## src/common/console_pkg.sv

```systemverilog
package console_pkg;

  // screen geometry.
  localparam int COLS    = 80;
  localparam int ROWS    = 30;
  localparam int CELLS   = COLS * ROWS;
  localparam int CELL_AW = 12;
  localparam int ROW_W   = 5;
  localparam int COL_W   = 7;

  // address map.
  localparam logic [31:0] BUF_BASE = 32'h0000_0000;
  localparam logic [31:0] REG_BASE = 32'h0001_0000;

  // register offsets inside the register window.
  localparam logic [3:0] REG_CTRL   = 4'h0;
  localparam logic [3:0] REG_SCROLL = 4'h4;
  localparam logic [3:0] REG_CURSOR = 4'h8;
  localparam logic [3:0] REG_STATUS = 4'hC;

  typedef struct packed {
    logic        Cyc;
    logic        Stb;
    logic        We;
    logic [3:0]  Sel;
    logic [31:0] Adr;
    logic [31:0] Data;
  } bus_req_t;

  typedef struct packed {
    logic        Ack;
    logic        Err;
    logic [31:0] Data;
  } bus_rsp_t;

  // one cell on the scanout stream.
  typedef struct packed {
    logic [ROW_W-1:0] row;
    logic [COL_W-1:0] col;
    logic [7:0]       ch;
    logic [7:0]       attr;
    logic             cursor;
    logic             last;
  } cell_t;

  typedef struct packed {
    logic             enable;
    logic [ROW_W-1:0] scroll;
    logic [ROW_W-1:0] cur_row;
    logic [COL_W-1:0] cur_col;
  } ctrl_t;

endpackage

```

## src/wb_decoder.sv

```systemverilog
module wb_decoder (
  input  logic                  clk,
  input  logic                  arst_n_i,
  input  console_pkg::bus_req_t bus_req_i,
  output console_pkg::bus_rsp_t bus_rsp_o,
  output console_pkg::bus_req_t buf_req_o,
  input  console_pkg::bus_rsp_t buf_rsp_i,
  output console_pkg::bus_req_t reg_req_o,
  input  console_pkg::bus_rsp_t reg_rsp_i
);
  import console_pkg::*;

  logic access;
  logic hit_buf;
  logic hit_reg;
  logic err_q;

  assign access = bus_req_i.Cyc & bus_req_i.Stb;

  // word index has to land inside the cell array.
  assign hit_buf = (bus_req_i.Adr[31:16] == BUF_BASE[31:16]) &&
                   (bus_req_i.Adr[15:2] < 14'(CELLS));

  assign hit_reg = (bus_req_i.Adr[31:16] == REG_BASE[31:16]) &&
                   (bus_req_i.Adr[15:4] == '0);

  // strobe only reaches the selected slave.
  always_comb
  begin
    buf_req_o     = bus_req_i;
    buf_req_o.Stb = bus_req_i.Stb & hit_buf;
    reg_req_o     = bus_req_i;
    reg_req_o.Stb = bus_req_i.Stb & hit_reg;
  end

  // unmapped access answered here.
  always_ff @(posedge clk or negedge arst_n_i)
  begin
    if (!arst_n_i)
    begin
      err_q <= 1'b0;
    end
    else
    begin
      err_q <= access & ~hit_buf & ~hit_reg;
    end
  end

  // only one responder acks per cycle and idle ones drive zero.
  always_comb
  begin
    bus_rsp_o.Ack  = buf_rsp_i.Ack | reg_rsp_i.Ack | err_q;
    bus_rsp_o.Err  = buf_rsp_i.Err | reg_rsp_i.Err | err_q;
    bus_rsp_o.Data = buf_rsp_i.Data | reg_rsp_i.Data;
  end

endmodule

```

## config.mk

```make
export PLATFORM = sky130hd
export DESIGN_NAME = wb_decoder
export DESIGN_NICKNAME = d
export VERILOG_FILES = /design/src/common/console_pkg.sv /design/src/wb_decoder.sv
export SDC_FILE = /design/constraint.sdc
export NUM_CORES = 1
export LEC_CHECK = 0
export BUFFER_PORTS_ARGS = -buffer_cell sky130_fd_sc_hd__buf_2
export CAP_MARGIN = 20
export CORE_AREA = 2 2 122 124
export CTS_CLUSTER_SIZE = 25
export DETAILED_ROUTE_END_ITERATION = 8
export DIE_AREA = 0 0 124 126
export PLACE_DENSITY = 0.44
export SYNTH_ARGS = -nofsm -noshare
export SYNTH_HDL_FRONTEND = slang
export SYNTH_SLANG_ARGS = --single-unit
```

## constraint.sdc

```tcl
create_clock -name clk -period 1.85 [get_ports clk]
set_input_delay 0.0925 -clock clk [delete_from_list [all_inputs] [get_ports clk]]
set_output_delay 0.0925 -clock clk [all_outputs]
set_load 0.02 [all_outputs]
```

* After elaboration in Yosys (flattened, before gate mapping)
Cells that the tools add are included.
** Storage, ports and cells
- Input bits :: 141
- Register bits :: 1
** Operators by class
- Reductions and logical operators :: 4
- Bitwise operators :: 12
- Magnitude comparators :: 1
- Equal/unequal tests :: 1
** Operators with widths (count)
- $or 32x32->32 :: 1
- $eq 16x1->1 const B :: 1
- $logic_not 16->1 :: 1
- $lt 14x12->1 const B :: 1
- $logic_not 12->1 :: 1
- $and 1x1->1 :: 5
- $or 1x1->1 :: 4
- $logic_and 1x1->1 :: 2
- $not 1->1 :: 2

* Logic depth before layout (Yosys ltp)
Gate-level depths: netlist (run 1).
- Depth in word-level cells :: 5
- Mapped depth :: 4
- Mapped depth without buffers :: 4

* Worst setup path before layout (run 1)
No wires, ideal clock.
- Path kind :: input port to output port
- Start :: in bus_req_i[49] in the netlist's numbering
- End :: out buf_req_o[69] in the netlist's numbering
- Data arrival time :: 1110 ps
- Cell stages on the path :: 4
- Required time :: 1757 ps
- Path slack :: 647 ps
- Cell sequence :: nor4_1 -> nand3_1 -> or3_1 -> nor2_1
** RTL lines
- start: declaration :: line wb_decoder.sv:4 : input console_pkg::bus_req_t bus_req_i,
- end: declaration :: line wb_decoder.sv:6 : output console_pkg::bus_req_t buf_req_o,

==> flow_metrics.py, run 1 <==
metrics = {
    "status": {
        "status": "complete, no violations",
    },
    "yosys": {
        "synthXorXnorAreaFrac": 0,
        "postSynthCellCount": 198,
        "ys_ff_latch": 1,
        "synth-compound-area-share": 0.0178,
        "synthAdderAreaFrac": 0,
        "synth_top_family_by_area": "buffers and inverters",
        "syn_area_per_cell_um2": 7.11,
        "synth.distinct_cells": 15,
        "synth-seq-area-share": 0.0178,
        "syn_area_mm2": 0.00141,
        "synthMuxAreaShare": 0,
        "synthSimpleGateAreaFrac": 0.212,
        "synth_nets": 339,
        "yosys_warnings": 0,
    },
    "place": {
        "hpwl_um": 4340,
        "io_buffer_count": 193,
        "pre_cts_slack_ns": 0.0778,
        "gp_congestion": 0.654,
    },
    "global_route": {
        "grt_max_degree": 6,
        "grtUsageTotal": 0.0477,
        "overflow": 0,
        "grt_pass1_wl_um": 5600,
        "antenna_found_initial": 0,
        "grt_pass1_vias": 1081,
    },
    "timing": {
        "setup-violations-final": 0,
        "fmax_mhz": 591,
        "tns_ns": 0,
        "final_max_slew_viol_count": 0,
        "hold_viol": 0,
        "whs_ns": 0.185,
        "worstMarginPinSlew_ns": 0.484,
        "min_period_ns": 1.69,
        "rsz0062_at_grt": "false",
        "relSlewSlack": 0.674,
        "worst_slack_ns": 0.158,
        "post-route-period-util": 0.915,
    },
    "die": {
        "initial_core_util": 0.0983,
        "die_h_um": 126,
        "fp.dieW_um": 124,
        "fp-row-count": 44,
        "die-area_mm2": 0.0156,
        "ios": 317,
        "coreArea_mm2": 0.0143,
    },
    "min_path": {
        "holdCritPathClass": "primary input to output pin",
        "holdCritStartpoint": "bus_req_i[31]",
        "hold_depth": 0,
    },
    "detailed_routing": {
        "drtIter0Drc": 8,
        "drc": 0,
        "ant_nets": 0,
        "firstDrtPassIters": 2,
        "wl_per_cell_um": 10.5,
        "vias": 1273,
        "vias_per_cell": 2.91,
        "routed_wl_um": 4600,
    },
    "layout": {
        "top_register": "err_q",
        "diodes": 0,
        "final_core_util": 0.110,
        "regArea_um2": 25.0,
        "drive_above_1_share": 0.893,
        "multi_input_area_um2": 324,
        "syn_to_final_growth_pct": 11.6,
        "reg_top3": "err_q x1",
        "nFillCells": 1707,
        "final_net_count": 396,
        "largest_register_ffs": 1,
    },
    "clock_network": {
        "cts_resized": 0,
        "postCtsSetupBuffers": 0,
        "postCtsHoldBufs": 1,
    },
    "worst_setup_path": {
        "critPathArrivalTime_ns": 1.60,
        "crit_path_end_kind": "output pin",
        "crit_fanout": 3,
        "crit_type": "primary input to output pin",
        "startpoint_type": "primary input",
        "cp-startpoint": "bus_req_i[55]",
        "cp_data_required_time_ns": 1.76,
    },
    "run": {
        "drv_cap": 0,
    },
    "pwr": {
        "p_leak_uw": 0.000866,
        "p_per_area_mw_per_mm2": 271,
        "vdd_drop_max_v": 0.0000488,
    },
}
logic make-up after synthesis:
group           Yosys count
buf+inv                 142
compound gates            4
flops                     1
simple gates             51
worst paths after layout:
kind | end
worst max-delay path | reg_req_o[69]
min in group asynchronous | err_q
max in group asynchronous | err_q
worst min-delay path | reg_req_o[31]
cells in the mapped netlist, drive strengths merged:
library cell	number	area [um^2]
buf	140	1050
or2	32	200
nor2	4	15.0
nor4	4	25.0
nand2	3	11.3
or3	3	18.8
inv	2	7.51
nand3	2	10.0
nor3	2	10.0
a211oi	1	7.51
a21oi	1	5.00
dfrtp	1	25.0
nor4b	1	8.76
o211ai	1	7.51
o21ai	1	5.00
layer usage:
metal,up-vias,routed length [um],GRT usage
li1,588,-,-
met1,516,1110,0.0306
met2,123,2520,0.108
met3,46,611,0.00408
met4,0,360,0.0390
met5,-,0,0
cell type report:
cell class / count / share of cell area
timing repair buffer: 195 / 0.626
inverter: 2 / 0.00478
multi-input combinational: 55 / 0.206
sequential: 1 / 0.0159
tap: 184 / 0.147
critical path, cell delays in order:
cell	delay (ns)
buf_2	0.12
nor4_1	0.47
nand3_1	0.21
or3_1	0.40
nor2_1	0.12
buf_2	0.19
report_power, final:
| part | switching (uW) | internal, uW | leakage, uW |
|---|---|---|---|
| combinational | 230 | 172 | 0.000853 |
| clock | 0 | 0 | 0 |
| sequential | 0.424 | 23.4 | 0.0000129 |
| total | 230 | 196 | 0.000866 |
stage by stage:
stage	instances	cell area, um^2	total power, uW
global route	437	1570	463
global placement	436	1560	429
CTS	437	1570	433
floorplan	198	1410	560
finish	437	1570	426
detailed placement	436	1560	430
placed cells by master (no fill, tap or decap):
| master | instances |
|---|---|
| nor4b_1 | 1 |
| buf_4 | 1 |
| nand3_1 | 2 |
| or2_2 | 32 |
| nor3_1 | 2 |
| nand2_1 | 3 |
| o21ai_0 | 1 |
| a21oi_1 | 1 |
| nor2_1 | 4 |
| buf_2 | 193 |
| dlygate4sd3_1 | 1 |
| nor4_1 | 4 |
| or3_1 | 3 |
| inv_1 | 2 |
| a211oi_1 | 1 |
| o211ai_1 | 1 |
| dfrtp_1 | 1 |
(Power assumes the default switching activity.)
==> run 2: changes to the inputs <==
--- a/config.mk
+++ b/config.mk
@@ -5,7 +5,7 @@
 export SDC_FILE = /design/constraint.sdc
 export NUM_CORES = 1
 export LEC_CHECK = 0
-export BUFFER_PORTS_ARGS = -buffer_cell sky130_fd_sc_hd__buf_2
+export BUFFER_PORTS_ARGS = -buffer_cell sky130_fd_sc_hd__buf_4
 export CAP_MARGIN = 20
 export CORE_AREA = 2 2 122 124
 export CTS_CLUSTER_SIZE = 25
==> run 2 against run 1 <==
Compared with the run above: sequential power hardly changed; die area unchanged; sequential share of layout area is 0.37 points lower; hold slack stayed put; core utilization rose by 3.4 points; first-iteration DRC count stayed put; total power up 29%; combinational power rose by 31%; sequential cell count did not move; critical path depth is the same; via count grew 2.6%; fmax is 13% higher; critical path type unchanged.
==> flow_metrics.py, run 2 (synthesis results as in run 1) <==
metrics = {
    "status": {
        "status": "complete, no violations",
    },
    "die": {
        "die-area_mm2": 0.0156,
        "initial_core_util": 0.0983,
        "die_h_um": 126,
        "fp-row-count": 44,
        "fp.dieW_um": 124,
        "ios": 317,
        "coreArea_mm2": 0.0143,
    },
    "timing": {
        "worstMarginPinSlew_ns": 0.334,
        "setup-violations-final": 0,
        "whs_ns": 0.185,
        "tns_ns": 0,
        "post-route-period-util": 0.807,
        "rsz0062_at_grt": "false",
        "hold_viol": 0,
        "min_period_ns": 1.49,
        "fmax_mhz": 670,
        "final_max_slew_viol_count": 0,
        "relSlewSlack": 0.776,
    },
    "layout": {
        "nFillCells": 1672,
        "final_common_cell": "buf_4",
        "drive_above_1_share": 0.897,
        "final_net_count": 395,
        "reg_top3": "err_q x1",
        "layout_common_cells": "193 x buf_4, 32 x or2_2, 4 x nor2_1",
        "final_cells": 436,
        "top_register": "err_q",
        "largest_register_ffs": 1,
        "diodes": 0,
        "regArea_um2": 25.0,
        "syn_to_final_growth_pct": 45.8,
        "multi_input_area_um2": 330,
    },
    "global_route": {
        "met1_usage": 0.0358,
        "grt_pass1_wl_um": 6560,
        "use_met3": 0.00543,
        "grtUsageTotal": 0.0545,
        "gr-usage-met2": 0.122,
        "grt_pass1_vias": 1307,
        "grt_max_degree": 6,
        "top_usage_layer": "met2",
        "antenna_found_initial": 0,
        "overflow": 0,
    },
    "run": {
        "drv_cap": 0,
    },
    "detailed_routing": {
        "routed_wl_um": 5080,
        "vias": 1306,
        "wl_per_cell_um": 11.7,
        "ant_nets": 0,
        "firstDrtPassIters": 4,
        "drc": 0,
        "vias_per_cell": 3.00,
        "drtIter0Drc": 8,
    },
    "place": {
        "hpwl_um": 4690,
        "gp_congestion": 0.636,
        "io_buffer_count": 193,
        "dp_cells": 435,
    },
    "worst_setup_path": {
        "critPathArrivalTime_ns": 1.40,
        "crit_fanout": 3,
        "crit_path_end_kind": "output pin",
        "crit_type": "primary input to output pin",
        "startpoint_type": "primary input",
        "cp_data_required_time_ns": 1.76,
    },
    "pwr": {
        "p_per_area_mw_per_mm2": 269,
        "p_leak_uw": 0.00104,
        "vdd_drop_max_v": 0.0000617,
    },
    "min_path": {
        "holdCritPathClass": "primary input to output pin",
    },
    "clock_network": {
        "postCtsSetupBuffers": 0,
    },
}
run 2: cell count changes in the layout (fill, tap and decap cells not counted), sizes merged:
cell	previous run	this run
buf	194	193
run 2: report_power, final:
group	switching, uW	total (uW)	internal, uW	leakage, uW
sequential	0.408	23.8	23.4	0.0000129
combinational	239	527	288	0.00103
clock	0	0	0	0
run 2: worst paths after layout:
check                              start             to  slack (ns)  cells past startpoint
setup / recovery           bus_req_i[55]  reg_req_o[69]        0.36                      6
hold / removal             bus_req_i[65]  buf_req_o[65]        0.19                      0
max in group asynchronous       arst_n_i          err_q        1.33                      2
min in group asynchronous       arst_n_i          err_q        0.43                      2
run 2: area by class of cell:
class | instances | share of cell area
Sequential cell | 1 | 0.0122
Tap cell | 184 | 0.112
Timing Repair Buffer | 194 | 0.711
Multi-Input combinational cell | 55 | 0.161
Inverter | 2 | 0.00366
run 2: metrics by stage:
step	worst slack (ns)	power, uW	instance area, um^2	util
CTS	0.0862	558	2050	0.143
global route	0.179	589	2050	0.143
detailed placement	0.0912	555	2040	0.142
floorplan	0.647	560	1410	-
finish	0.358	551	2050	0.143
global placement	0.200	552	2040	0.142
run 2: worst max-delay path, stage by stage:
cell	delay (ns)
buf_4	0.13
nor4_2	0.32
nand3_1	0.17
or3_1	0.40
nor2_1	0.13
buf_4	0.16
run 2: repair_timing:
item	CTS	global route
hold buffers	1	0
endpoints found under the hold margin	1	0
endpoints found under the setup margin	0	2
gates resized for setup	0	1
run 2: per-layer routing:
| metal | vias up | wire [um] |
|---|---|---|
| li1 | 585 | - |
| met1 | 546 | 1130 |
| met2 | 126 | 2860 |
| met3 | 49 | 703 |
| met4 | 0 | 395 |
| met5 | - | 0 |
