<file path="config.mk">
export PLATFORM = sky130hd
export DESIGN_NAME = console_regs
export DESIGN_NICKNAME = d
export VERILOG_FILES = /design/src/common/console_pkg.sv /design/src/console/console_regs.sv
export SDC_FILE = /design/constraint.sdc
export NUM_CORES = 1
export LEC_CHECK = 0
export BUFFER_PORTS_ARGS = -buffer_cell sky130_fd_sc_hd__buf_2
export CAP_MARGIN = 20
export CORE_MARGIN = 3
export CORE_UTILIZATION = 30
export CTS_BUF_LIST = sky130_fd_sc_hd__clkbuf_4 sky130_fd_sc_hd__clkbuf_8 sky130_fd_sc_hd__clkbuf_16
export CTS_CLUSTER_DIAMETER = 50
export DETAILED_ROUTE_END_ITERATION = 8
export SLEW_MARGIN = 40
export SYNTH_ARGS = -nofsm -noshare
export SYNTH_HDL_FRONTEND = slang
export SYNTH_SLANG_ARGS = --single-unit
</file>
<file path="constraint.sdc">
create_clock -name clk -period 1.8 [get_ports clk]
set_input_delay 0.09 -clock clk [delete_from_list [all_inputs] [get_ports clk]]
set_output_delay 0.09 -clock clk [all_outputs]
set_load 0.005 [all_outputs]
</file>
<file path="src/common/console_pkg.sv">
package console_pkg;

  // screen geometry.
  localparam int COLS    = 80;
  localparam int ROWS    = 30;
  localparam int CELLS   = COLS * ROWS;
  localparam int CELL_AW = 12;
  localparam int ROW_W   = 5;
  localparam int COL_W   = 7;

  // address map.
  localparam logic [31:0] BUF_BASE = 32'h0000_0000;
  localparam logic [31:0] REG_BASE = 32'h0001_0000;

  // register offsets inside the register window.
  localparam logic [3:0] REG_CTRL   = 4'h0;
  localparam logic [3:0] REG_SCROLL = 4'h4;
  localparam logic [3:0] REG_CURSOR = 4'h8;
  localparam logic [3:0] REG_STATUS = 4'hC;

  typedef struct packed {
    logic        Cyc;
    logic        Stb;
    logic        We;
    logic [3:0]  Sel;
    logic [31:0] Adr;
    logic [31:0] Data;
  } bus_req_t;

  typedef struct packed {
    logic        Ack;
    logic        Err;
    logic [31:0] Data;
  } bus_rsp_t;

  // one cell on the scanout stream.
  typedef struct packed {
    logic [ROW_W-1:0] row;
    logic [COL_W-1:0] col;
    logic [7:0]       ch;
    logic [7:0]       attr;
    logic             cursor;
    logic             last;
  } cell_t;

  typedef struct packed {
    logic             enable;
    logic [ROW_W-1:0] scroll;
    logic [ROW_W-1:0] cur_row;
    logic [COL_W-1:0] cur_col;
  } ctrl_t;

endpackage

</file>
<file path="src/console/console_regs.sv">
module console_regs (
  input  logic                  clk,
  input  logic                  arst_n_i,
  input  console_pkg::bus_req_t bus_req_i,
  output console_pkg::bus_rsp_t bus_rsp_o,
  output console_pkg::ctrl_t    ctrl_o,
  input  logic                  frame_done_i
);
  import console_pkg::*;

  logic             access;
  logic             wr;
  logic             scroll_ok;
  logic             cursor_ok;
  logic             enable_q;
  logic [ROW_W-1:0] scroll_q;
  logic [ROW_W-1:0] cur_row_q;
  logic [COL_W-1:0] cur_col_q;
  logic [15:0]      frames_q;
  logic             ack_q;
  logic [31:0]      rd_mux;
  logic [31:0]      rd_data_q;

  assign access = bus_req_i.Cyc & bus_req_i.Stb;
  assign wr     = access & bus_req_i.We;

  // out of range values leave the register alone.
  assign scroll_ok = bus_req_i.Data < 32'(ROWS);
  assign cursor_ok = (bus_req_i.Data[12:8] < ROW_W'(ROWS)) &&
                     (bus_req_i.Data[6:0] < COL_W'(COLS));

  always_comb
  begin
    case (bus_req_i.Adr[3:0])
      REG_CTRL:   rd_mux = {31'b0, enable_q};
      REG_SCROLL: rd_mux = {27'b0, scroll_q};
      REG_CURSOR: rd_mux = {19'b0, cur_row_q, 1'b0, cur_col_q};
      REG_STATUS: rd_mux = {16'b0, frames_q};
      default:    rd_mux = '0;
    endcase
  end

  always_ff @(posedge clk or negedge arst_n_i)
  begin
    if (!arst_n_i)
    begin
      ack_q     <= 1'b0;
      enable_q  <= 1'b0;
      scroll_q  <= '0;
      cur_row_q <= '0;
      cur_col_q <= '0;
      frames_q  <= '0;
    end
    else
    begin
      ack_q <= access;
      if (frame_done_i)
      begin
        frames_q <= frames_q + 16'd1;
      end
      // status is read only and falls to default.
      if (wr)
      begin
        case (bus_req_i.Adr[3:0])
          REG_CTRL:   enable_q <= bus_req_i.Data[0];
          REG_SCROLL: if (scroll_ok) scroll_q <= bus_req_i.Data[ROW_W-1:0];
          REG_CURSOR:
          begin
            if (cursor_ok)
            begin
              cur_row_q <= bus_req_i.Data[12:8];
              cur_col_q <= bus_req_i.Data[6:0];
            end
          end
          default: ;
        endcase
      end
    end
  end

  // writes answer with zero data.
  always_ff @(posedge clk)
  begin
    if (access)
    begin
      rd_data_q <= wr ? '0 : rd_mux;
    end
  end

  always_comb
  begin
    bus_rsp_o.Ack  = ack_q;
    bus_rsp_o.Err  = 1'b0;
    bus_rsp_o.Data = ack_q ? rd_data_q : '0;
  end

  always_comb
  begin
    ctrl_o.enable  = enable_q;
    ctrl_o.scroll  = scroll_q;
    ctrl_o.cur_row = cur_row_q;
    ctrl_o.cur_col = cur_col_q;
  end

endmodule

</file>
# --- Yosys cells after proc, flatten, opt, wreduce, memory -nomap -nowiden ---
# Cells that the tools add are included.
# W data, S select, Z words.
classes:
  muxes: 2
  n_addsub: 1
  n_eq_ne: 3
  reduce_logical: 5
  bitwise: 2
  n_lt_le_gt_ge: 3
op_table:
  columns: ["cell", "n"]
  rows:
  - ["$pmux W16 S4", 1]
  - ["$lt A32 B5 Y1 const B", 1]
  - ["$mux W32", 1]
  - ["$add A16 B1 Y16 const B", 1]
  - ["$eq A4 B4 Y1 const B", 2]
  - ["$lt A7 B7 Y1 const B", 1]
  - ["$reduce_and A3 Y1", 2]
  - ["$lt A5 B5 Y1 const B", 1]
  - ["$eq A4 B3 Y1 const B", 1]
  - ["$logic_not A4 Y1", 1]
  - ["$and A1 B1 Y1", 2]
  - ["$reduce_and A2 Y1", 1]
  - ["$logic_and A1 B1 Y1", 1]
word_totals:
  reg_bits: 67
  output_inout_bits: 52
  wordCells: 23

# --- Logic depth before layout (Yosys ltp) ---
logic_depth:
  ltp_word: 3
  depth_mapped: 5
  ltp_nobuf: 4

# --- Worst setup path after synthesis ---
# OpenSTA, ideal clock, no wires.
synth_timing:
  kind: "input -> register"
  start: "input port bus_req_i[34] (netlist bit)"
  end: "register cur_col_q[2]"
  arrival_time_ps: 1330
  n_path_buf: 2
  path_slack_ps: 345
  required_ps: 1675
  path_stages: 5
  path_cell_list: "buf_6 > nor4b_4 > nand4_4 > buf_6 > mux2_4"
synth_via:
  elab_chain_cells: 2
synth_lines:
  columns: ["item", "line", "text"]
  rows:
  - ["from (decl)", "console_regs.sv:4", "input console_pkg::bus_req_t bus_req_i,"]
  - ["$eq A4 B4 Y1", "console_regs.sv:64", "case (bus_req_i.Adr[3:0])"]
  - ["$reduce_and A3 Y1 (no line)", null, null]
  - ["to (signal assigned)", "console_regs.sv:72", "cur_col_q <= bus_req_i.Data[6:0];"]
  - ["to (decl)", "console_regs.sv:18", "logic [COL_W-1:0] cur_col_q;"]
# Every way passes these cells.
# A chain may end at the register's enable or synchronous reset.

# --- Worst setup path in the final report ---
layout_timing:
  start: "register frames_q[0]"
  end: "register frames_q[12]"
layout_via:
  elab_chain_cells: 1
layout_lines:
  columns: ["item", "line", "text"]
  rows:
  - ["from (decl)", "console_regs.sv:19", "logic [15:0] frames_q;"]
  - ["from (signal assigned)", "console_regs.sv:59", "frames_q <= frames_q + 16'd1;"]
  - ["$add A16 B1 Y16", "console_regs.sv:59", null]
# Every way passes these cells.

==> impl_metrics.prom <==
# TYPE chip_impl_metric gauge
chip_impl_metric{name="first_pass_grt_wire_length",unit="mm"} 9.273
chip_impl_metric{name="route.vias.total",unit=""} 1799
chip_impl_metric{name="via_per_inst",unit=""} 4.566
chip_impl_metric{name="post-route-min-period",unit="ps"} 1453
chip_impl_metric{name="overflow",unit=""} 0
chip_impl_metric{name="synthesis.yosys.warnings",unit=""} 0
chip_impl_metric{name="ant_nets",unit=""} 0
chip_impl_info{name="layout_commonest_cell",value="buf_2"} 1
chip_impl_metric{name="portbufs",unit=""} 76
chip_impl_metric{name="numClockSinks",unit=""} 51
chip_impl_metric{name="ys_seq_elements",unit=""} 51
chip_impl_info{name="critical_path.startpoint_type",value="register"} 1
chip_impl_metric{name="maxCapViolations",unit=""} 0
chip_impl_metric{name="grt_use_total",unit="%"} 12.05
chip_impl_info{name="critPathCaptureType",value="register"} 1
chip_impl_metric{name="setup-tns-final",unit="ps"} 0
chip_impl_info{name="path_cells",value="ha_1, nand4_1, nor3_1, xor2_1"} 1
chip_impl_metric{name="cts_htree_levels",unit=""} 2
chip_impl_metric{name="tightest_slew",unit="ps"} 671.6
chip_impl_metric{name="place_inst",unit=""} 385
chip_impl_metric{name="vdd_ir_drop_max",unit="mV"} 0.4118
chip_impl_metric{name="finalHoldViolCount",unit=""} 0
chip_impl_info{name="outcome",value="finished, final reports clean"} 1
chip_impl_metric{name="gp_congestion",unit=""} 0.8133
chip_impl_metric{name="slew-limit-headroom",unit="%"} 55.22
chip_impl_info{name="unrepaired_setup_endpoints_after_global_routing",value="false"} 1
chip_impl_metric{name="design.die.area",unit="sq um"} 9695
chip_impl_metric{name="instances_no_fill",unit=""} 394
chip_impl_info{name="rr_startpoint",value="frames_q[0]"} 1
chip_impl_metric{name="cp_data_required_time",unit="ps"} 2030
chip_impl_metric{name="final_max_slew_viol_count",unit=""} 0
chip_impl_metric{name="floorplan.initialDensity",unit="%"} 31.06
chip_impl_metric{name="fmaxAchievable",unit="GHz"} 0.6880
chip_impl_metric{name="post_cts.repair.setup_buffers",unit=""} 0
chip_impl_metric{name="worst-path-max-fanout",unit=""} 5
chip_impl_metric{name="die_y",unit="um"} 98.47
chip_impl_metric{name="netlist-cell-type-count",unit=""} 33
chip_impl_info{name="timing.hold.worst.class",value="primary input to register"} 1
chip_impl_metric{name="reg2regPathDepth",unit=""} 4
chip_impl_metric{name="mappedNetlistArea",unit="sq um"} 2565
chip_impl_metric{name="fp-row-count",unit=""} 33
chip_impl_metric{name="design.portCount",unit=""} 126
chip_impl_metric{name="worst_skew_pair.late_latency",unit="ps"} 310
chip_impl_metric{name="critical_path.max_stage_delay",unit="ps"} 430
chip_impl_metric{name="synthCells",unit=""} 209
chip_impl_info{name="worst_hold_path.endpoint",value="frames_q[0]"} 1
chip_impl_metric{name="drcViolationCount",unit=""} 0
chip_impl_metric{name="syn-mean-instance-area",unit="sq um"} 12.27
chip_impl_metric{name="grt_antenna_before_repair",unit=""} 0
chip_impl_metric{name="r2r_slack",unit="ps"} 350
chip_impl_metric{name="drt-total-wl",unit="mm"} 5.631
chip_impl_metric{name="tritoncts.num_buffers",unit=""} 5
chip_impl_metric{name="multi_input_area",unit="sq um"} 1080
chip_impl_metric{name="final.period_utilization",unit="%"} 80.75
chip_impl_info{name="criticalPathCategory",value="register to register"} 1
chip_impl_metric{name="layout.filler_cells",unit=""} 829
chip_impl_metric{name="setup_violations",unit=""} 0
chip_impl_metric{name="core_region_area",unit="sq um"} 8258
chip_impl_metric{name="grt_start_max_net_pins",unit=""} 36
chip_impl_info{name="r2r_end",value="frames_q[12]"} 1
chip_impl_metric{name="floorplan.die.width",unit="um"} 98.47
chip_impl_metric{name="drt-initial-drc-count",unit=""} 64
chip_impl_metric{name="synth_sequential_area_ratio",unit="%"} 52.88
chip_impl_metric{name="clkSlewWorstSetupHoldPaths",unit="ps"} 90
chip_impl_metric{name="area_added_between_synthesis_and_finish",unit="%"} 21.61
chip_impl_metric{name="final_net_count",unit=""} 363
chip_impl_metric{name="clockBufferDepth",unit=""} 2
chip_impl_metric{name="n_antenna_cell",unit=""} 0
chip_impl_metric{name="dr_pass1_iterations",unit=""} 4
chip_impl_metric{name="timing.clock.skew",unit="ps"} 7.005
chip_impl_metric{name="dp_hpwl",unit="mm"} 4.445
chip_impl_info{name="mostFrequentLayoutCells",value="buf_2 (75), dfrtp_1 (35), and2_1 (22), conb_1 (17)"} 1
chip_impl_metric{name="power_leakage",unit="uW"} 0.001524
chip_impl_metric{name="power-per-cell-area",unit="nW/um^2"} 856.5
chip_impl_metric{name="grt_pass1_vias",unit=""} 1788
chip_impl_info{name="worst_path_max_delay_cell",value="dfrtp_1"} 1
chip_impl_metric{name="routed_wire_length_per_instance",unit="um"} 14.29
chip_impl_info{name="cts_tree",value="done"} 1
chip_impl_metric{name="register_cell_area_after_layout",unit="sq um"} 1356
chip_impl_metric{name="timing.critical_path.arrival",unit="ps"} 1690
chip_impl_info{name="cts.root.buffer_cell",value="clkbuf_8"} 1
chip_impl_metric{name="post_route_cells_drive_above_1_share",unit="%"} 39.45
chip_impl_metric{name="holdPathStages",unit=""} 2
chip_impl_info{name="hold_path_startpoint",value="frame_done_i"} 1
layout make-up:
class,instances,area share (%)
Clock buffer,6,2.647
Clock inverter,2,1.243
Inverter,2,0.2407
Multi-Input combinational cell,147,34.62
Sequential cell,51,43.48
Tap cell,105,4.212
Timing Repair Buffer,81,13.56
synthesized netlist by cell type (all sizes together):
library cell  number  share of area (%)
nor2b              3               0.73
nand3              1               0.19
nand2b             1               0.24
nand3b             1               0.29
xnor2              7                2.4
nand4              9                2.8
and4               2               0.68
nor3               4               0.98
nor4               7                1.7
mux2              23                 12
and3               4               0.98
ha                 1               0.49
inv                2               0.29
dfrtp             35                 34
o21ai              1               0.19
nand2              5               0.73
nor2              16                2.3
a221oi             1               0.34
and2              22                5.4
edfxtp            16                 19
a22oi             11                3.2
conb               1               0.15
xor2               8                2.7
clkbuf             4               0.63
mux2i              1               0.39
buf               21                6.4
nor4b              2                1.3
logic make-up (layout without fill, tap and decap cells):
group                      count (synthesis)  in the layout  synth area share [%]
muxes                                     24             24                 11.95
AOI/OAI and AO/OA                         13             13                 3.756
buffers and inverters                     27             91                 7.366
DFF                                       51             51                 52.88
xor gates and xnor gates                  15             15                 5.122
other                                      1             17                0.1462
and+or+nand+nor                           77             77                 18.29
adders and majority gates                  1              1                0.4877
sequential cells by signal (all words and copies together), names as in the netlist:
register / count
frames_q: 16
rd_data_q: 16
ack_q: 1
enable_q: 1
scroll_q: 5
cur_col_q: 7
cur_row_q: 5
how the worst max path moves through the flow:
stage | end | from | slack, ps
finish | frames_q[12] | frames_q[0] | 350
global route | frames_q[12] | frames_q[3] | 190
CTS | frames_q[12] | frames_q[0] | 350
detailed placement | scroll_q[2] | bus_req_i[9] | 240
global placement | scroll_q[0] | bus_req_i[9] | 230
floorplan | cur_col_q[2] | bus_req_i[34] | 340
critical path: cells and delay by family, from the launching register on:
family        cells  cell delay [ps]
simple gates      2              560
flops             1              430
fa+ha+maj         1              220
xor+xnor          1              170
repair_timing:
item                       4_1_cts  5_1_grt
hold endpoints to repair        35        0
hold buffers                     1        0
gates resized for setup          0        0
setup endpoints to repair        0        0
metrics by stage:
step	total power, uW	utilization (%)	cell area [sq um]	setup slack [ps]	hold WS (ps)
4_1_cts	2690	37.74	3117	345.4	32.54
3_5_place_dp	1854	36.15	2985	236.6	219.4
3_3_place_gp	1843	36.15	2985	230.8	228.3
6_report	2672	37.77	3119	346.5	36.97
2_1_floorplan	1694	-	2625	344.7	-205.6
5_1_grt	2805	37.77	3119	186.8	49.40
per-layer routing:
layer | vias to the layer above | track usage (%) | part of all wire (%)
met1 | 847 | 16.84 | 45
li1 | 869 | - | -
met5 | - | 0 | 0
met2 | 74 | 18.56 | 46
met4 | 0 | 3.887 | 1.3
met3 | 9 | 2.831 | 7.1
report_power, final:
| group | switching [uW] | internal (uW) |
|---|---|---|
| registers | 122 | 1310 |
| logic | 181 | 215 |
| clock network | 384 | 457 |
| total | 687 | 1980 |
Note: power is estimated with default switching activity, not from simulation.
