[src/common/console_pkg.sv]
package console_pkg;

  // screen geometry.
  localparam int COLS    = 80;
  localparam int ROWS    = 30;
  localparam int CELLS   = COLS * ROWS;
  localparam int CELL_AW = 12;
  localparam int ROW_W   = 5;
  localparam int COL_W   = 7;

  // address map.
  localparam logic [31:0] BUF_BASE = 32'h0000_0000;
  localparam logic [31:0] REG_BASE = 32'h0001_0000;

  // register offsets inside the register window.
  localparam logic [3:0] REG_CTRL   = 4'h0;
  localparam logic [3:0] REG_SCROLL = 4'h4;
  localparam logic [3:0] REG_CURSOR = 4'h8;
  localparam logic [3:0] REG_STATUS = 4'hC;

  typedef struct packed {
    logic        Cyc;
    logic        Stb;
    logic        We;
    logic [3:0]  Sel;
    logic [31:0] Adr;
    logic [31:0] Data;
  } bus_req_t;

  typedef struct packed {
    logic        Ack;
    logic        Err;
    logic [31:0] Data;
  } bus_rsp_t;

  // one cell on the scanout stream.
  typedef struct packed {
    logic [ROW_W-1:0] row;
    logic [COL_W-1:0] col;
    logic [7:0]       ch;
    logic [7:0]       attr;
    logic             cursor;
    logic             last;
  } cell_t;

  typedef struct packed {
    logic             enable;
    logic [ROW_W-1:0] scroll;
    logic [ROW_W-1:0] cur_row;
    logic [COL_W-1:0] cur_col;
  } ctrl_t;

endpackage

[src/console/char_scanout.sv]
module char_scanout (
  input  logic                            clk,
  input  logic                            arst_n_i,
  input  console_pkg::ctrl_t              ctrl_i,
  output logic                            rd_o,
  output logic [console_pkg::CELL_AW-1:0] idx_o,
  input  logic [31:0]                     word_i,
  output console_pkg::cell_t              cell_o,
  output logic                            cell_valid_o,
  input  logic                            cell_ready_i,
  output logic                            frame_done_o
);
  import console_pkg::*;

  typedef enum logic [1:0] {S_IDLE, S_READ, S_DRAIN} state_t;

  state_t             state_q;
  logic [ROW_W-1:0]   row_q;
  logic [COL_W-1:0]   col_q;
  logic [ROW_W-1:0]   src_row_q;
  logic [ROW_W-1:0]   cur_row_q;
  logic [COL_W-1:0]   cur_col_q;
  logic               row_end;
  logic               frame_end;
  logic               pend_q;
  logic [ROW_W-1:0]   meta_row_q;
  logic [COL_W-1:0]   meta_col_q;
  logic               meta_cursor_q;
  logic               meta_last_q;
  cell_t              new_cell;
  cell_t              fifo_mem [2];
  logic               wr_ptr_q;
  logic               rd_ptr_q;
  logic [1:0]         count_q;
  logic [1:0]         used;
  logic               pop;

  assign pop       = cell_valid_o & cell_ready_i;
  assign row_end   = col_q == COL_W'(COLS - 1);
  assign frame_end = row_end && (row_q == ROW_W'(ROWS - 1));

  // read in flight counts against the two slots.
  assign used = count_q + {1'b0, pend_q} - {1'b0, pop};
  assign rd_o = (state_q == S_READ) && (used < 2'd2);

  assign idx_o = CELL_AW'(src_row_q) * CELL_AW'(COLS) + CELL_AW'(col_q);

  always_ff @(posedge clk or negedge arst_n_i)
  begin
    if (!arst_n_i)
    begin
      state_q   <= S_IDLE;
      row_q     <= '0;
      col_q     <= '0;
      src_row_q <= '0;
      cur_row_q <= '0;
      cur_col_q <= '0;
    end
    else
    begin
      case (state_q)
        S_IDLE:
        begin
          // scroll and cursor held for the whole frame.
          if (ctrl_i.enable)
          begin
            state_q   <= S_READ;
            row_q     <= '0;
            col_q     <= '0;
            src_row_q <= ctrl_i.scroll;
            cur_row_q <= ctrl_i.cur_row;
            cur_col_q <= ctrl_i.cur_col;
          end
        end
        S_READ:
        begin
          if (rd_o)
          begin
            if (row_end)
            begin
              col_q     <= '0;
              row_q     <= row_q + 1'b1;
              src_row_q <= (src_row_q == ROW_W'(ROWS - 1)) ? '0 : src_row_q + 1'b1;
            end
            else
            begin
              col_q <= col_q + 1'b1;
            end
            if (frame_end)
            begin
              state_q <= S_DRAIN;
            end
          end
        end
        default:
        begin
          if (frame_done_o)
          begin
            state_q <= S_IDLE;
          end
        end
      endcase
    end
  end

  // position of the read pairs with the word a cycle later.
  always_ff @(posedge clk)
  begin
    if (rd_o)
    begin
      meta_row_q    <= row_q;
      meta_col_q    <= col_q;
      meta_cursor_q <= (row_q == cur_row_q) && (col_q == cur_col_q);
      meta_last_q   <= frame_end;
    end
  end

  always_comb
  begin
    new_cell.row    = meta_row_q;
    new_cell.col    = meta_col_q;
    new_cell.ch     = word_i[7:0];
    new_cell.attr   = word_i[15:8];
    new_cell.cursor = meta_cursor_q;
    new_cell.last   = meta_last_q;
  end

  always_ff @(posedge clk or negedge arst_n_i)
  begin
    if (!arst_n_i)
    begin
      pend_q   <= 1'b0;
      wr_ptr_q <= 1'b0;
      rd_ptr_q <= 1'b0;
      count_q  <= '0;
    end
    else
    begin
      pend_q   <= rd_o;
      wr_ptr_q <= wr_ptr_q ^ pend_q;
      rd_ptr_q <= rd_ptr_q ^ pop;
      count_q  <= count_q + {1'b0, pend_q} - {1'b0, pop};
    end
  end

  always_ff @(posedge clk)
  begin
    if (pend_q)
    begin
      fifo_mem[wr_ptr_q] <= new_cell;
    end
  end

  assign cell_o       = fifo_mem[rd_ptr_q];
  assign cell_valid_o = count_q != 2'd0;
  assign frame_done_o = pop & cell_o.last;

endmodule

[config.mk]
export PLATFORM = sky130hd
export DESIGN_NAME = char_scanout
export DESIGN_NICKNAME = d
export VERILOG_FILES = /design/src/common/console_pkg.sv /design/src/console/char_scanout.sv
export SDC_FILE = /design/constraint.sdc
export NUM_CORES = 1
export LEC_CHECK = 0
export BUFFER_PORTS_ARGS = -buffer_cell sky130_fd_sc_hd__buf_4
export CORE_UTILIZATION = 30
export DETAILED_ROUTE_END_ITERATION = 7
export PLACE_DENSITY_LB_ADDON = 0.1
export SETUP_SLACK_MARGIN = 0.15
export SYNTH_ARGS = -nofsm -noshare
export SYNTH_HDL_FRONTEND = slang
export SYNTH_SLANG_ARGS = --single-unit
[constraint.sdc]
create_clock -name clk -period 2.4 [get_ports clk]
set_input_delay 0.12 -clock clk [delete_from_list [all_inputs] [get_ports clk]]
set_output_delay 0.12 -clock clk [all_outputs]
set_load 0.01 [all_outputs]
After elaboration in Yosys (flattened, before gate mapping)

Memory sizes are Yosys's and may differ from the RTL's.
Index checks and enable logic that the tools add are counted.
W data, S select, Z words.

Flip-flop bits (word level): 50
Latch bits: 0
RAM bits: 60
Bits in read-only memories: 0
Word-level logic and storage cells: 68
Memories: 1

Memory list:

| name     | depth | bits a word | read ports | clocked after Yosys merged registers in | wr ports | line               | text |
|---|---|---|---|---|---|---|---|
| fifo_mem | 2     | 30          | 1          | 0                                       | 1        | char_scanout.sv:31 | `cell_t fifo_mem [2];` |

$add $sub $neg: 6
Multipliers: 1
Div/mod/pow operators: 0
$lt $le $gt $ge: 1
Eq/ne operators: 10
Shift-type cells: 0
Muxes and demuxes: 20
Bitwise operators: 4
Reductions and logical operators: 11

Operators with widths:

| kind                  | number |
|---|---|
| $mux W5               | 7 |
| $mux W7               | 3 |
| $pmux W5 S2           | 2 |
| $pmux W7 S2           | 1 |
| $add A12 B7 Y12       | 1 |
| $add A5 B1 Y5 const B | 2 |
| $eq A5 B5 Y1 const B  | 2 |
| $mul A5 B3 Y8 const B | 1 |
| $mux W2               | 4 |
| $ne A2 B2 Y1 const B  | 4 |
| $reduce_and A4 Y1     | 2 |
| $add A7 B1 Y7 const B | 1 |
| $eq A7 B7 Y1          | 1 |
| $eq A7 B7 Y1 const B  | 1 |
| $eq A5 B5 Y1          | 1 |
| $pmux W2 S2           | 1 |
| $reduce_bool A2 Y1    | 2 |
| $logic_and A1 B1 Y1   | 3 |
| $reduce_and A3 Y1     | 1 |
| $reduce_bool A3 Y1    | 1 |
| $add A2 B1 Y2         | 1 |
| $and A1 B1 Y1         | 2 |
| $eq A2 B1 Y1 const B  | 1 |
| $logic_not A2 Y1      | 1 |
| 5 further kinds       | 7 |

Logic depth before layout (Yosys ltp)

Word-level depth: 7
Depth in mapped cells: 9
Mapped depth without buffers: 9

Least setup slack after synthesis

OpenSTA, ideal clock, no wires.

Path kind: reg2reg
Start point: register count_q[1]
End point: register col_q[2]
Setup time: 0.130 ns
Data arrival time: 2.185 ns
Data required time: 2.270 ns
Setup slack: 0.084 ns
Cell stages (with the launch flop): 10
Period minus slack after synthesis: 2.316 ns
Path through: dfrtp_1 -> o21a_1 -> ha_1 -> inv_1 -> ha_1 -> xor3_2 -> nand2b_1 -> inv_1 -> nand2_1 -> mux2i_1

Longest elaborated chain between the ends: 7
Elaborated cells on any way between the ends: 8

RTL lines:

| element                                                               | line                | text |
|---|---|---|
| from (decl)                                                           | char_scanout.sv:34  | `logic [1:0] count_q;` |
| from (signal assigned)                                                | char_scanout.sv:142 | `count_q <= count_q + {1'b0, pend_q} - {1'b0, pop};` |
| parallel branches: the longest is 2 deep, another holds $add A2 B1 Y2 | n/a                 |  |
| $sub A2 B1 Y2 (*)                                                     | char_scanout.sv:43  | `assign used = count_q + {1'b0, pend_q} - {1'b0, pop};` |
| via used[1]                                                           | char_scanout.sv:35  | `logic [1:0] used;` |
| $lt A2 B2 Y1 (*)                                                      | char_scanout.sv:44  | `assign rd_o = (state_q == S_READ) && (used < 2'd2);` |
| $logic_and A1 B1 Y1 (*)                                               | char_scanout.sv:44  |  |
| via rd_o                                                              | char_scanout.sv:5   | `output logic rd_o,` |
| $ne A2 B2 Y1 (no line) (*)                                            | n/a                 |  |
| $reduce_and A3 Y1 (no line) (*)                                       | n/a                 |  |
| to (signal assigned)                                                  | char_scanout.sv:87  | `col_q <= col_q + 1'b1;` |
| to (decl)                                                             | char_scanout.sv:19  | `logic [COL_W-1:0] col_q;` |

Mark *: on every way through the listed nets, which the timed path passes.
A chain may end at the register's enable or synchronous reset.

Worst setup path after layout

Start point: register src_row_q[3]
End point: output port idx_o[10] (netlist name)

Longest elaborated chain between the ends: 2

RTL lines:

| element                | line               | text |
|---|---|---|
| from (decl)            | char_scanout.sv:20 | `logic [ROW_W-1:0] src_row_q;` |
| from (signal assigned) | char_scanout.sv:70 | `src_row_q <= ctrl_i.scroll;` |
| from (signal assigned) | char_scanout.sv:83 | `src_row_q <= (src_row_q == ROW_W'(ROWS - 1)) ? '0 : src_row_q + 1'b1;` |
| $mul A5 B3 Y8          | char_scanout.sv:46 | `assign idx_o = CELL_AW'(src_row_q) * CELL_AW'(COLS) + CELL_AW'(col_q);` |
| $add A12 B7 Y12        | char_scanout.sv:46 |  |
| to (decl)              | char_scanout.sv:6  | `output logic [console_pkg::CELL_AW-1:0] idx_o,` |

Every way passes these cells.

==> impl_metrics.sql <==
INSERT INTO impl_metrics (metric_group, metric, value, unit) VALUES
('final_layout', 'drive_gt1_share', '46.80', '%'),
('global_routing', 'maximum_number_of_pins_on_one_net_before_global_route_repair', '37', ''),
('timing', 'slew-limit-headroom', '38.56', '%'),
('global_routing', 'grt_pass1_wl', '16050', 'um'),
('timing', 'finalClockSkew', '7.313', 'ps'),
('clock_tree', 'cell_at_the_root_of_the_clock_tree', 'sky130_fd_sc_hd__clkbuf_16', ''),
('logic_synthesis', 'synth-async-reset-ratio', '32.73', '%'),
('run', 'maxCapViolCount', '0', ''),
('clock_tree', 'clock_insertion_delay_worst_skew', '350', 'ps'),
('final_layout', 'area.sequential', '3126', 'um2'),
('timing', 'final_setup_violation_count', '1', ''),
('pwr', 'ir_drop_worst_case_vdd', '0.4683', 'mV'),
('timing', 'unrepaired_setup_endpoints_after_global_routing', 'true', ''),
('setup_path', 'critical_path.slowest_cell', 'sky130_fd_sc_hd__fa_2', ''),
('timing', 'min_period_over_period', '100.1', '%'),
('placement', 'place_hpwl', '6758', 'um'),
('run_status', 'status', 'finished with violations', ''),
('die', 'floorplan.die.height', '128.9', 'um'),
('placement', 'post-place-ws', '79.37', 'ps'),
('setup_path', 'crit_type', 'register to output pin', ''),
('clock_tree', 'cts_made_buffers', '9', ''),
('logic_synthesis', 'post_synth_num_cell_types', '43', ''),
('final_layout', 'n_fill_cell', '1478', ''),
('global_routing', 'grt_util_overall', '13.05', '%'),
('run_status', 'violations_in_the_final_reports', 'negative setup slack', ''),
('routing', 'routed-via-count', '3163', ''),
('timing', 'totalNegativeSetupSlack', '-1.980', 'ps'),
('pwr', 'static-leakage-power', '2.742', 'nW'),
('logic_synthesis', 'ys_seq_area_share', '64.63', '%'),
('global_routing', 'initial_antenna_violation_count', '0', ''),
('setup_path', 'critical_path.endpoint', 'idx_o[10]', ''),
('logic_synthesis', 'synth_edf_count', '74', ''),
('setup_path', 'worstSetupStartpoint', 'src_row_q[3]', ''),
('setup_path', 'critPathTopFamily', 'adder cells', ''),
('placement', 'io_buffers', '81', ''),
('logic_synthesis', 'synth.area.top_cells', 'sky130_fd_sc_hd__edfxtp_1 (46%), sky130_fd_sc_hd__dfrtp_1 (19%), sky130_fd_sc_hd__mux2_2 (10%)', ''),
('die', 'start_util', '30.53', '%'),
('logic_synthesis', 'ys_warn_count', '0', ''),
('placement', 'placer_congestion_estimate', '0.7746', ''),
('final_layout', 'antennaDiodeCount', '0', ''),
('setup_path', 'crit_cells', '7', ''),
('routing', 'detail-route-antenna-nets', '0', ''),
('timing', 'finalWorstSetupSlack', '-1.980', 'ps'),
('clock_tree', 'cts_tree', 'done', ''),
('die', 'floorplan.die.width', '128.9', 'um'),
('final_layout', 'syn_to_final_growth', '42.02', '%'),
('global_routing', 'number_of_global_route_vias_before_repair', '3150', ''),
('routing', 'wire_per_inst', '14.81', 'um'),
('setup_path', 'worst-r2r-cell-count', '9', ''),
('routing', 'detail_route.wirelength', '10380', 'um'),
('die', 'core', '15830', 'um2'),
('routing', 'drtPass1Iterations', '4', ''),
('routing', 'avgViaCountPerCell', '4.512', ''),
('setup_path', 'crit_path_max_fanout', '3', ''),
('timing', 'period_minus_slack', '2402', 'ps'),
('global_routing', 'global_route.overflow_total', '0', ''),
('setup_path', 'worstPathArrival', '2280', 'ps'),
('logic_synthesis', 'synthDominantAreaCellType', 'sky130_fd_sc_hd__edfxtp_1', ''),
('final_layout', 'multi_input_area', '1823', 'um2'),
('setup_path', 'worst_r2r_endpoint', 'src_row_q[4]', ''),
('logic_synthesis', 'synth_ff_type', 'sky130_fd_sc_hd__edfxtp_1', ''),
('setup_path', 'critical_path_launch_point_type', 'register', ''),
('clock_tree', 'cts-root-to-sink-buffers', '2', ''),
('logic_synthesis', 'synthCells', '326', ''),
('logic_synthesis', 'mappedNetlistNets', '399', ''),
('timing', 'finalHoldViolations', '0', ''),
('setup_path', 'timing.critical_path.buf_inv', '1', ''),
('setup_path', 'critPathMostFrequentCell', 'sky130_fd_sc_hd__ha_4', ''),
('die', 'top_level_ports', '98', ''),
('setup_path', 'setup.reg_to_reg.worst_slack', '10', 'ps'),
('hold_path', 'hold_start', 'ctrl_i[6]', '');
-- registers in the layout, indices dropped and copies added (netlist names), 2 cells and up --
| signal | flops |
|---|---|
| count_q | 2 |
| cur_row_q | 5 |
| meta_col_q | 7 |
| src_row_q | 5 |
| state_q | 2 |
| meta_row_q | 5 |
| cur_col_q | 7 |
| col_q | 7 |
| row_q | 5 |
| fifo_mem | 60 |
-- cell type report --
class                      count  area share (%)
tap                          216           3.938
sequential                   110           45.54
multi-input combinational    190           26.56
inverter                      13          0.7657
clock buffer                  11           3.391
clock inverter                 5          0.4740
timing repair buffer         156           19.33
-- where the power goes --
part           internal, W  switching (W)
Sequential         0.00265       0.000296
Combinational      0.00230        0.00185
Clock             0.000706       0.000661
-- layout by cell type, fill, tap and decap left out, types with 4 or more instances in the layout --
cell | synthesis | layout
sky130_fd_sc_hd__buf_4 | 4 | 111
sky130_fd_sc_hd__edfxtp_1 | 74 | 74
sky130_fd_sc_hd__mux2_2 | 43 | 42
sky130_fd_sc_hd__dfrtp_1 | 36 | 34
sky130_fd_sc_hd__dlygate4sd3_1 | 0 | 28
sky130_fd_sc_hd__xnor2_1 | 19 | 16
sky130_fd_sc_hd__buf_6 | 0 | 14
sky130_fd_sc_hd__ha_1 | 18 | 13
sky130_fd_sc_hd__inv_1 | 13 | 12
sky130_fd_sc_hd__clkbuf_16 | 0 | 9
sky130_fd_sc_hd__nand3_1 | 7 | 7
sky130_fd_sc_hd__o21ai_1 | 0 | 7
sky130_fd_sc_hd__o21ai_2 | 0 | 6
sky130_fd_sc_hd__nor2_1 | 7 | 6
sky130_fd_sc_hd__nand2_1 | 9 | 5
sky130_fd_sc_hd__nand4_1 | 5 | 5
sky130_fd_sc_hd__nand2b_1 | 6 | 5
sky130_fd_sc_hd__o31ai_2 | 0 | 5
sky130_fd_sc_hd__a21o_1 | 5 | 4
sky130_fd_sc_hd__nand2_2 | 0 | 4
sky130_fd_sc_hd__a31oi_1 | 4 | 4
sky130_fd_sc_hd__a21oi_1 | 7 | 4
-- cell families after synthesis --
kind of cell,synth area share (%)
adders and majority gates,5.489
buffers and inverters,2.356
AOI/OAI and AO/OA,6.888
and+or+nand+nor,6.085
muxes,10.23
xor gates and xnor gates,4.324
DFF,64.63
-- cells in the mapped netlist (5+ instances only) --
master,n
sky130_fd_sc_hd__a21o_1,5
sky130_fd_sc_hd__a21oi_1,7
sky130_fd_sc_hd__clkbuf_1,5
sky130_fd_sc_hd__dfrtp_1,36
sky130_fd_sc_hd__edfxtp_1,74
sky130_fd_sc_hd__ha_1,18
sky130_fd_sc_hd__inv_1,13
sky130_fd_sc_hd__mux2_2,43
sky130_fd_sc_hd__nand2_1,9
sky130_fd_sc_hd__nand2b_1,6
sky130_fd_sc_hd__nand3_1,7
sky130_fd_sc_hd__nand4_1,5
sky130_fd_sc_hd__nor2_1,7
sky130_fd_sc_hd__o21ai_0,15
sky130_fd_sc_hd__o31ai_1,6
sky130_fd_sc_hd__xnor2_1,19
-- worst min-delay path by stage --
stage,to,slack [ps],cells past startpoint
6_report,cur_col_q[6],10,2
5_1_grt,cur_col_q[6],3,2
4_1_cts,cur_col_q[6],2,2
3_5_place_dp,cur_row_q[1],130,1
3_3_place_gp,cur_col_q[5],120,1
2_1_floorplan,col_q[0],-180,0
-- per-stage QoR --
stage                     util (%)  cells  total power (W)  area [um2]
after global placement       36.80    630         0.005980        5824
final                        43.36    701         0.008451        6863
after floorplan                  -    326         0.004742        4836
after detailed placement     36.80    630         0.006019        5824
after global routing         43.36    701         0.009000        6863
after CTS                    41.48    683         0.007929        6565
-- worst reg2reg max path, delay by kind of cell (launching register included) --
kind            cells  cell delay, ps
compound gates      3             700
fa+ha+maj           2             440
flops               1             390
simple gates        1             300
xor+xnor            1             280
buf+inv             2             210
-- routing by layer --
metal,wire length (um),track usage [%],up-vias
li1,-,-,1517
met1,4464,15.09,1562
met2,5291,23.02,71
met3,471,3.784,13
met4,151,4.567,0
met5,0,0,-
-- repair_timing --
item / CTS / global route
endpoints found under the hold margin: 79 / 0
gates resized for setup: 33 / 42
setup endpoints to repair: 15 / 24
hold buffers: 28 / 0
cloned: 1 / 0
pin swaps: 10 / 20
setup buffers: 8 / 18
Power figures use the tool's default switching activity.
